==> config.mk <==
export PLATFORM = sky130hd
export DESIGN_NAME = gcn_combine_top
export DESIGN_NICKNAME = d
export VERILOG_FILES = /design/src/rtl/gcn_pkg.sv /design/src/rtl/weight_cfg_regs.sv /design/src/rtl/weight_buffer.sv /design/src/rtl/weight_cntl.sv /design/src/rtl/vertex_mac.sv /design/src/rtl/gcn_combine_top.sv
export SDC_FILE = /design/constraint.sdc
export NUM_CORES = 2
export LEC_CHECK = 0
export ABC_AREA = 1
export BUFFER_PORTS_ARGS = -buffer_cell sky130_fd_sc_hd__clkbuf_2
export CAP_MARGIN = 20
export CORE_MARGIN = 4
export CORE_UTILIZATION = 55
export CTS_CLUSTER_SIZE = 10
export DETAILED_ROUTE_END_ITERATION = 8
export PLACE_DENSITY_LB_ADDON = 0.05
export SLEW_MARGIN = 20
export SYNTH_ARGS = -nofsm -noshare
export SYNTH_HDL_FRONTEND = slang
export SYNTH_SLANG_ARGS = --single-unit
export TNS_END_PERCENT = 5
==> constraint.sdc <==
create_clock -name clk -period 11.5 [get_ports clk]
set_input_delay 2.3 -clock clk [delete_from_list [all_inputs] [get_ports clk]]
set_output_delay 2.3 -clock clk [all_outputs]
set_load 0.01 [all_outputs]
==> src/rtl/gcn_pkg.sv <==
package gcn_pkg;

    // element and lane geometry
    localparam int fv_size              = 8;
    localparam int mult_per_pe          = 4;
    localparam int max_fv_num           = 16;
    localparam int max_num_weight_layer = 4;
    localparam int max_groups           = max_fv_num / mult_per_pe;

    // 16 products of two 8-bit values fit in 20 bits
    localparam int acc_width = 20;

    // host configuration port
    localparam int cfg_addr_width = 5;
    localparam int cfg_data_width = 32;

    // derived counter widths
    localparam int layer_width  = $clog2(max_num_weight_layer);
    localparam int group_width  = $clog2(max_groups);
    localparam int fv_num_width = $clog2(max_fv_num) + 1;

    // controller states
    localparam logic st_idle = 1'b0;
    localparam logic st_work = 1'b1;

    // address 0 carries job sizes, addresses 1..16 carry four weight lanes
    typedef union packed {
        struct packed {
            logic [cfg_data_width-layer_width-fv_num_width-1:0] reserved;
            logic [fv_num_width-1:0]                            num_fv;
            logic [layer_width-1:0]                             num_weight_layer;
        } ctrl;
        logic [mult_per_pe-1:0][fv_size-1:0] lanes;
    } cfg_word_u;

endpackage

==> src/rtl/weight_cfg_regs.sv <==
module weight_cfg_regs (
    input  logic                                                clk,
    input  logic                                                reset,
    input  logic                                                cfg_write,
    input  logic [gcn_pkg::cfg_addr_width-1:0]                  cfg_addr,
    input  logic [gcn_pkg::cfg_data_width-1:0]                  cfg_wdata,
    input  logic                                                busy,
    output logic [gcn_pkg::layer_width-1:0]                     num_weight_layer,
    output logic [gcn_pkg::fv_num_width-1:0]                    num_fv,
    output logic                                                wr_en,
    output logic [gcn_pkg::layer_width-1:0]                     wr_layer,
    output logic [gcn_pkg::group_width-1:0]                     wr_group,
    output logic [gcn_pkg::mult_per_pe-1:0][gcn_pkg::fv_size-1:0] wr_lanes
);
    import gcn_pkg::*;

    cfg_word_u                 word;
    logic [cfg_addr_width-1:0] idx;
    logic                      ctrl_sel;
    logic                      lane_sel;

    assign word = cfg_wdata;

    // writes during a job are dropped
    assign ctrl_sel = cfg_write && !busy && (cfg_addr == '0);
    assign lane_sel = cfg_write && !busy && (cfg_addr != '0) &&
                      (cfg_addr <= cfg_addr_width'(max_num_weight_layer * max_groups));

    // word index, layer in the upper bits and group in the lower
    assign idx = cfg_addr - 1'b1;

    always_ff @(posedge clk) begin
        if (reset) begin
            // one layer of four features
            num_weight_layer <= '0;
            num_fv           <= fv_num_width'(mult_per_pe);
            wr_en            <= 1'b0;
        end else begin
            wr_en <= lane_sel;
            if (ctrl_sel) begin
                num_weight_layer <= word.ctrl.num_weight_layer;
                num_fv           <= word.ctrl.num_fv;
            end
        end
    end

    always_ff @(posedge clk) begin
        if (lane_sel) begin
            wr_layer <= idx[group_width +: layer_width];
            wr_group <= idx[group_width-1:0];
            wr_lanes <= word.lanes;
        end
    end

    // job size must be whole groups within the feature memory
    a_num_fv_legal: assert property (@(posedge clk) disable iff (reset)
        ctrl_sel |-> (word.ctrl.num_fv != '0) && (word.ctrl.num_fv[1:0] == 2'b00) &&
                     (word.ctrl.num_fv <= fv_num_width'(max_fv_num)));

endmodule

==> src/rtl/weight_buffer.sv <==
module weight_buffer (
    input  logic                                                clk,
    input  logic                                                reset,
    input  logic                                                wr_en,
    input  logic [gcn_pkg::layer_width-1:0]                     wr_layer,
    input  logic [gcn_pkg::group_width-1:0]                     wr_group,
    input  logic [gcn_pkg::mult_per_pe-1:0][gcn_pkg::fv_size-1:0] wr_lanes,
    input  logic [gcn_pkg::layer_width-1:0]                     rd_layer,
    input  logic [gcn_pkg::group_width-1:0]                     rd_group,
    output logic [gcn_pkg::mult_per_pe-1:0][gcn_pkg::fv_size-1:0] rd_lanes
);
    import gcn_pkg::*;

    // one four-lane word per layer and group
    logic [max_num_weight_layer-1:0][max_groups-1:0][mult_per_pe-1:0][fv_size-1:0] mem;

    always_ff @(posedge clk) begin
        if (reset) begin
            mem <= '0;
        end else if (wr_en) begin
            mem[wr_layer][wr_group] <= wr_lanes;
        end
    end

    // registered read, old data on a same-word write
    always_ff @(posedge clk) begin
        rd_lanes <= mem[rd_layer][rd_group];
    end

endmodule

==> src/rtl/weight_cntl.sv <==
module weight_cntl (
    input  logic                             clk,
    input  logic                             reset,
    input  logic                             fire,
    input  logic [gcn_pkg::layer_width-1:0]  num_weight_layer,
    input  logic [gcn_pkg::fv_num_width-1:0] num_fv,
    output logic [gcn_pkg::layer_width-1:0]  rd_layer,
    output logic [gcn_pkg::group_width-1:0]  rd_group,
    output logic                             weight_valid,
    output logic [gcn_pkg::group_width-1:0]  weight_group,
    output logic                             weight_last,
    output logic                             bank_sos,
    output logic                             bank_eos,
    output logic                             busy,
    output logic                             rs_idle
);
    import gcn_pkg::*;

    logic                   state;
    logic [layer_width-1:0] layer_cnt;
    logic [group_width-1:0] group_cnt;
    logic [group_width-1:0] group_last_idx;
    logic                   group_last;
    logic                   layer_last;
    logic                   first_beat;
    logic                   final_beat;
    logic                   eos_pre;

    // groups per layer minus one
    assign group_last_idx = group_width'(num_fv[fv_num_width-1:2] - 1'b1);

    assign group_last = (group_cnt == group_last_idx);
    assign layer_last = (layer_cnt == num_weight_layer);
    assign first_beat = (state == st_work) && (layer_cnt == '0) && (group_cnt == '0);
    assign final_beat = (state == st_work) && group_last && layer_last;

    assign rd_layer = layer_cnt;
    assign rd_group = group_cnt;
    assign busy     = (state == st_work);

    always_ff @(posedge clk) begin
        if (reset) begin
            state     <= st_idle;
            layer_cnt <= '0;
            group_cnt <= '0;
        end else begin
            case (state)
                st_idle: begin
                    layer_cnt <= '0;
                    group_cnt <= '0;
                    if (fire) begin
                        state <= st_work;
                    end
                end
                default: begin
                    if (group_last) begin
                        group_cnt <= '0;
                        if (layer_last) begin
                            state     <= st_idle;
                            layer_cnt <= '0;
                        end else begin
                            layer_cnt <= layer_cnt + 1'b1;
                        end
                    end else begin
                        group_cnt <= group_cnt + 1'b1;
                    end
                end
            endcase
        end
    end

    // beat controls line up with the buffer read data
    always_ff @(posedge clk) begin
        if (reset) begin
            weight_valid <= 1'b0;
            weight_last  <= 1'b0;
            bank_sos     <= 1'b0;
            eos_pre      <= 1'b0;
            bank_eos     <= 1'b0;
            rs_idle      <= 1'b0;
        end else begin
            weight_valid <= (state == st_work);
            weight_last  <= (state == st_work) && group_last;
            bank_sos     <= first_beat;
            // eos waits one more stage for the mac result
            eos_pre      <= final_beat;
            bank_eos     <= eos_pre;
            rs_idle      <= (state == st_idle) && !fire;
        end
    end

    always_ff @(posedge clk) begin
        weight_group <= group_cnt;
    end

    a_no_fire_in_work: assert property (@(posedge clk) disable iff (reset)
        fire |-> (state == st_idle));

    a_sos_eos_apart: assert property (@(posedge clk) disable iff (reset)
        (bank_sos && bank_eos) |->
            (num_weight_layer == '0) && (num_fv == fv_num_width'(mult_per_pe)));

    a_layer_in_range: assert property (@(posedge clk) disable iff (reset)
        (state == st_work) |-> (layer_cnt <= num_weight_layer));

endmodule

==> src/rtl/vertex_mac.sv <==
module vertex_mac (
    input  logic                                                 clk,
    input  logic                                                 reset,
    input  logic [gcn_pkg::max_fv_num-1:0][gcn_pkg::fv_size-1:0]  feature,
    input  logic                                                 weight_valid,
    input  logic [gcn_pkg::group_width-1:0]                      weight_group,
    input  logic                                                 weight_last,
    input  logic [gcn_pkg::mult_per_pe-1:0][gcn_pkg::fv_size-1:0] rd_lanes,
    input  logic                                                 bank_eos,
    output logic                                                 result_valid,
    output logic [gcn_pkg::layer_width-1:0]                      result_layer,
    output logic [gcn_pkg::acc_width-1:0]                        result_data
);
    import gcn_pkg::*;

    logic [acc_width-1:0]   acc;
    logic [acc_width-1:0]   beat_sum;
    logic [acc_width-1:0]   total;
    logic [layer_width-1:0] layer_cnt;
    logic                   layer_done;

    // four lane products of this group
    always_comb begin
        beat_sum = '0;
        for (int i = 0; i < mult_per_pe; i++) begin
            beat_sum = beat_sum +
                       acc_width'(feature[weight_group * mult_per_pe + i]) *
                       acc_width'(rd_lanes[i]);
        end
    end

    assign total      = acc + beat_sum;
    assign layer_done = weight_valid && weight_last;

    always_ff @(posedge clk) begin
        if (reset) begin
            acc          <= '0;
            result_valid <= 1'b0;
            layer_cnt    <= '0;
        end else begin
            result_valid <= layer_done;
            if (weight_valid) begin
                acc <= weight_last ? '0 : total;
            end
            // layer numbering starts over for each job
            if (bank_eos) begin
                layer_cnt <= '0;
            end else if (layer_done) begin
                layer_cnt <= layer_cnt + 1'b1;
            end
        end
    end

    always_ff @(posedge clk) begin
        if (layer_done) begin
            result_data  <= total;
            result_layer <= layer_cnt;
        end
    end

    // a layer end only comes on a valid beat, so every result follows one
    a_last_on_valid: assert property (@(posedge clk) disable iff (reset)
        weight_last |-> weight_valid);

endmodule

==> src/rtl/gcn_combine_top.sv <==
module gcn_combine_top (
    input  logic                                                 clk,
    input  logic                                                 reset,
    input  logic                                                 cfg_write,
    input  logic [gcn_pkg::cfg_addr_width-1:0]                   cfg_addr,
    input  logic [gcn_pkg::cfg_data_width-1:0]                   cfg_wdata,
    input  logic                                                 fire,
    input  logic [gcn_pkg::max_fv_num-1:0][gcn_pkg::fv_size-1:0]  feature,
    output logic                                                 rs_idle,
    output logic                                                 bank_sos,
    output logic                                                 bank_eos,
    output logic                                                 result_valid,
    output logic [gcn_pkg::layer_width-1:0]                      result_layer,
    output logic [gcn_pkg::acc_width-1:0]                        result_data
);
    import gcn_pkg::*;

    logic [layer_width-1:0]                num_weight_layer;
    logic [fv_num_width-1:0]               num_fv;
    logic                                  busy;
    logic                                  wr_en;
    logic [layer_width-1:0]                wr_layer;
    logic [group_width-1:0]                wr_group;
    logic [mult_per_pe-1:0][fv_size-1:0]   wr_lanes;
    logic [layer_width-1:0]                rd_layer;
    logic [group_width-1:0]                rd_group;
    logic [mult_per_pe-1:0][fv_size-1:0]   rd_lanes;
    logic                                  weight_valid;
    logic [group_width-1:0]                weight_group;
    logic                                  weight_last;

    weight_cfg_regs u_cfg_regs (
        .clk              (clk),
        .reset            (reset),
        .cfg_write        (cfg_write),
        .cfg_addr         (cfg_addr),
        .cfg_wdata        (cfg_wdata),
        .busy             (busy),
        .num_weight_layer (num_weight_layer),
        .num_fv           (num_fv),
        .wr_en            (wr_en),
        .wr_layer         (wr_layer),
        .wr_group         (wr_group),
        .wr_lanes         (wr_lanes)
    );

    weight_buffer u_buffer (
        .clk      (clk),
        .reset    (reset),
        .wr_en    (wr_en),
        .wr_layer (wr_layer),
        .wr_group (wr_group),
        .wr_lanes (wr_lanes),
        .rd_layer (rd_layer),
        .rd_group (rd_group),
        .rd_lanes (rd_lanes)
    );

    weight_cntl u_cntl (
        .clk              (clk),
        .reset            (reset),
        .fire             (fire),
        .num_weight_layer (num_weight_layer),
        .num_fv           (num_fv),
        .rd_layer         (rd_layer),
        .rd_group         (rd_group),
        .weight_valid     (weight_valid),
        .weight_group     (weight_group),
        .weight_last      (weight_last),
        .bank_sos         (bank_sos),
        .bank_eos         (bank_eos),
        .busy             (busy),
        .rs_idle          (rs_idle)
    );

    vertex_mac u_mac (
        .clk          (clk),
        .reset        (reset),
        .feature      (feature),
        .weight_valid (weight_valid),
        .weight_group (weight_group),
        .weight_last  (weight_last),
        .rd_lanes     (rd_lanes),
        .bank_eos     (bank_eos),
        .result_valid (result_valid),
        .result_layer (result_layer),
        .result_data  (result_data)
    );

endmodule

==> impl_metrics.yaml <==
yosys:
  synth.distinct_cells: 36
  syn_area_per_cell_um2: 7.54
  synthTopCellsByArea: "dfxtp_1 (32%), nor2_1 (14%), fa_1 (12%), o21ai_0 (9.7%), ha_1 (5.3%)"
  syn-instance-count: 4863
  ys_ff_latch: 643
  synth_nets: 5411
  yosys_warnings: 0
  ys_seq_area_frac: 0.367
  syn_area_um2: 36700
  synth_top_area_cell: "dfxtp_1"
  yosys.area.top_type_share: 0.319
critical_path:
  worstSetupPathType: "input pin to flop"
  crit_slowest_cell: "fa_1"
  crit_buf_inv: 8
  timing.rr.start: "u_cntl.weight_group[0]"
  endpoint_kind: "flop"
  cp_data_arrival_time_ns: 10.93
  ff2ff_setup_slack_ns: 1.44
  cp-start-kind: "input pin"
  cp_max_fo: 6
  r2r_cells: 37
  max_stage_delay_ns: 0.55
  crit_path_frequent_cell: "fa_1"
  worstPathRequired_ns: 11.87
  r2r_end: "u_mac.result_data[19]"
  critPathTopFamily: "adder cells"
cts:
  clkSlewWorstSetupHoldPaths_ns: 0.06
  cts_tree: "done"
  cts_num_sinks: 643
  clock_latency_ns: 0.62
  postCtsSetupBuffers: 0
  ctsHoldBuffers: 0
  cts_root_buf: "clkbuf_16"
  cts_max_level: 3
  numCtsBuffers: 76
  cts.path.max_buffers: 3
  postCtsResizedCells: 0
detailed_routing:
  drc_errors: 0
  drt-initial-drc-count: 3286
  finalWirelength_um: 116000
  num_vias: 32900
  firstDrtPassIters: 6
  wire_per_inst_um: 20.1
  antenna_left: 0
  vias_per_cell: 5.70
global_routing:
  grt_overflow_total: 0
  antenna_found_initial: 6
  track_usage: 0.321
  grt_pass1_wl_um: 179000
  grt_max_degree: 218
  grt_pass1_vias: 30900
finish:
  fill_cells: 6177
  drive_gt1_frac: 0.0762
  area_delta_synth_final_pct: 9.44
  fin_nets: 5415
run:
  maxCapViolCount: 0
power_and_ir_drop:
  vdd.ir_drop.worst_uv: 112
  leakagePower_uw: 0.0186
  p_per_area_nw_per_um2: 121
  fin_total_pwr_uw: 4860
timing:
  slew-limit-headroom: 0.134
  skew_ns: 0.0320
  final.setup.tns_ns: 0
  min_period_ns: 10.56
  finalCritPeriodShare: 0.919
  setup_viol_count_final: 0
  finalMaxSlewViolations: 0
  final-hold-violation-count: 0
  worstMarginPinSlew_ns: 1.30
  fmax_mhz: 94.7
  rsz0062_at_grt: "false"
floorplanning:
  rows: 94
  die_x_um: 266
  dieArea_um2: 70900
  die_height_um: 266
  initial_core_util: 0.556
  fp.coreArea_um2: 66000
  ios: 195
placed_design:
  place.gp.congestion: 0.921
  port_buffers: 194
  post-dp-hpwl_um: 71300
hold_path:
  min_path_cells: 2
  hp-class: "flop to flop"
  hold_start: "u_cntl.eos_pre"
  worst_hold_path.endpoint: "u_cntl.bank_eos"
status:
  status: "finished, final reports clean"
==> cell usage in the layout, fill, tap and decap left out, types with 4 or more instances in the layout <==
| cell | n |
|---|---|
| o21ai_1 | 79 |
| nand3b_1 | 4 |
| inv_1 | 477 |
| o211ai_1 | 29 |
| fa_1 | 224 |
| o22ai_1 | 29 |
| buf_4 | 48 |
| clkbuf_1 | 30 |
| o21ai_0 | 709 |
| xnor2_1 | 9 |
| nor3_1 | 7 |
| nand2_1 | 416 |
| inv_2 | 12 |
| ha_1 | 155 |
| and2_1 | 11 |
| a21oi_1 | 116 |
| o221ai_1 | 99 |
| nor2_4 | 14 |
| nor2_1 | 1343 |
| clkbuf_2 | 194 |
| inv_6 | 4 |
| dfxtp_1 | 580 |
| nand3_1 | 132 |
| clkbuf_8 | 6 |
| clkbuf_16 | 80 |
| edfxtp_1 | 58 |
| xor2_1 | 17 |
==> worst max path at each step <==
stage,start,to,slack [ns],cells past startpoint
3_3_place_gp,feature[96],u_mac.result_data[11],0.34,37
3_5_place_dp,feature[2],u_mac.result_data[19],0.33,33
4_1_cts,feature[96],u_mac.result_data[19],0.95,37
5_1_grt,feature[102],u_mac.result_data[19],0.39,37
2_1_floorplan,feature[38],u_mac.result_data[11],1.13,36
6_report,feature[39],u_mac.result_data[19],0.94,37
==> cell families after synthesis <==
| kind of cell | after synthesis | synth area share |
|---|---|---|
| buffers and inverters | 809 | 0.0864 |
| adder cells (fa/ha/maj) | 379 | 0.175 |
| AO/OA/AOI/OAI | 1067 | 0.159 |
| XOR/XNOR | 26 | 0.00621 |
| AND/OR/NAND/NOR | 1939 | 0.207 |
| flip-flops | 643 | 0.367 |
==> sequential cells by signal (all words and copies together) (netlist names) <==
| signal | flops |
|---|---|
| u_buffer.mem | 512 |
| u_buffer.rd_lanes | 32 |
| u_cfg_regs.num_fv | 2 |
| u_cfg_regs.num_weight_layer | 2 |
| u_cfg_regs.wr_en | 1 |
| u_cfg_regs.wr_group | 2 |
| u_cfg_regs.wr_lanes | 32 |
| u_cfg_regs.wr_layer | 2 |
| u_cntl.bank_eos | 1 |
| u_cntl.bank_sos | 1 |
| u_cntl.busy | 1 |
| u_cntl.eos_pre | 1 |
| u_cntl.rd_group | 2 |
| u_cntl.rd_layer | 2 |
| u_cntl.rs_idle | 1 |
| u_cntl.weight_group | 2 |
| u_cntl.weight_last | 1 |
| u_cntl.weight_valid | 1 |
| u_mac.acc | 20 |
| u_mac.layer_cnt | 2 |
| u_mac.result_data | 20 |
| u_mac.result_layer | 2 |
| u_mac.result_valid | 1 |
==> synthesized netlist by cell type, drive strengths merged <==
library cell,count
a21o,2
a21oi,116
and2,11
buf,97
clkbuf,220
dfxtp,585
edfxtp,58
fa,224
ha,155
inv,492
nand2,416
nand3,133
nand3b,4
nand4,2
nor2,1358
nor3,10
nor3b,2
nor4,1
o211ai,29
o21a,1
o21ai,788
o21bai,1
o221ai,99
o22ai,29
o31ai,2
or2,2
xnor2,9
xor2,17
==> layer usage <==
metal	track usage	up-vias	wire [µm]
li1	-	15600	-
met4	0.138	4	5200
met1	0.422	15700	47200
met5	0	-	30
met3	0.0554	268	9680
met2	0.527	1392	54000
==> power by group <==
group          internal [µW]  switching, µW  total, µW
registers               2290           39.0       2330
logic                    103            190        293
clock network           1310            929       2240
total                   3700           1160       4860
==> per-stage QoR <==
| stage | area, µm² | hold slack [ns] | util | setup slack, ns | instances |
|---|---|---|---|---|---|
| after global routing | 40100 | 0.437 | 0.608 | 0.394 | 5773 |
| after global placement | 37900 | 0.393 | 0.574 | 0.342 | 5653 |
| after floorplan | 36700 | 0.326 | - | 1.13 | 4863 |
| after CTS | 40100 | 0.412 | 0.608 | 0.948 | 5773 |
| final | 40200 | 0.408 | 0.609 | 0.937 | 5775 |
| after detailed placement | 37900 | 0.404 | 0.574 | 0.328 | 5653 |
==> cell type report <==
class	count	area, µm²	area share
tap	864	1080	0.0269
inverter	492	1860	0.0464
clock buffer	116	2200	0.0547
antenna	2	5.00	0.000125
sequential	643	13500	0.335
multi-input combinational	3411	20100	0.501
timing repair buffer	243	1350	0.0337
clock inverter	4	52.6	0.00131
==> worst register-to-register path: cells and delay by family, from the launching register on <==
kind / cells / cell delay (ns)
flops: 1 / 0.74
fa+ha+maj: 13 / 5.66
simple gates: 10 / 1.35
compound gates: 6 / 1.21
buf+inv: 8 / 0.86
Note: power is estimated with default switching activity, not from simulation.
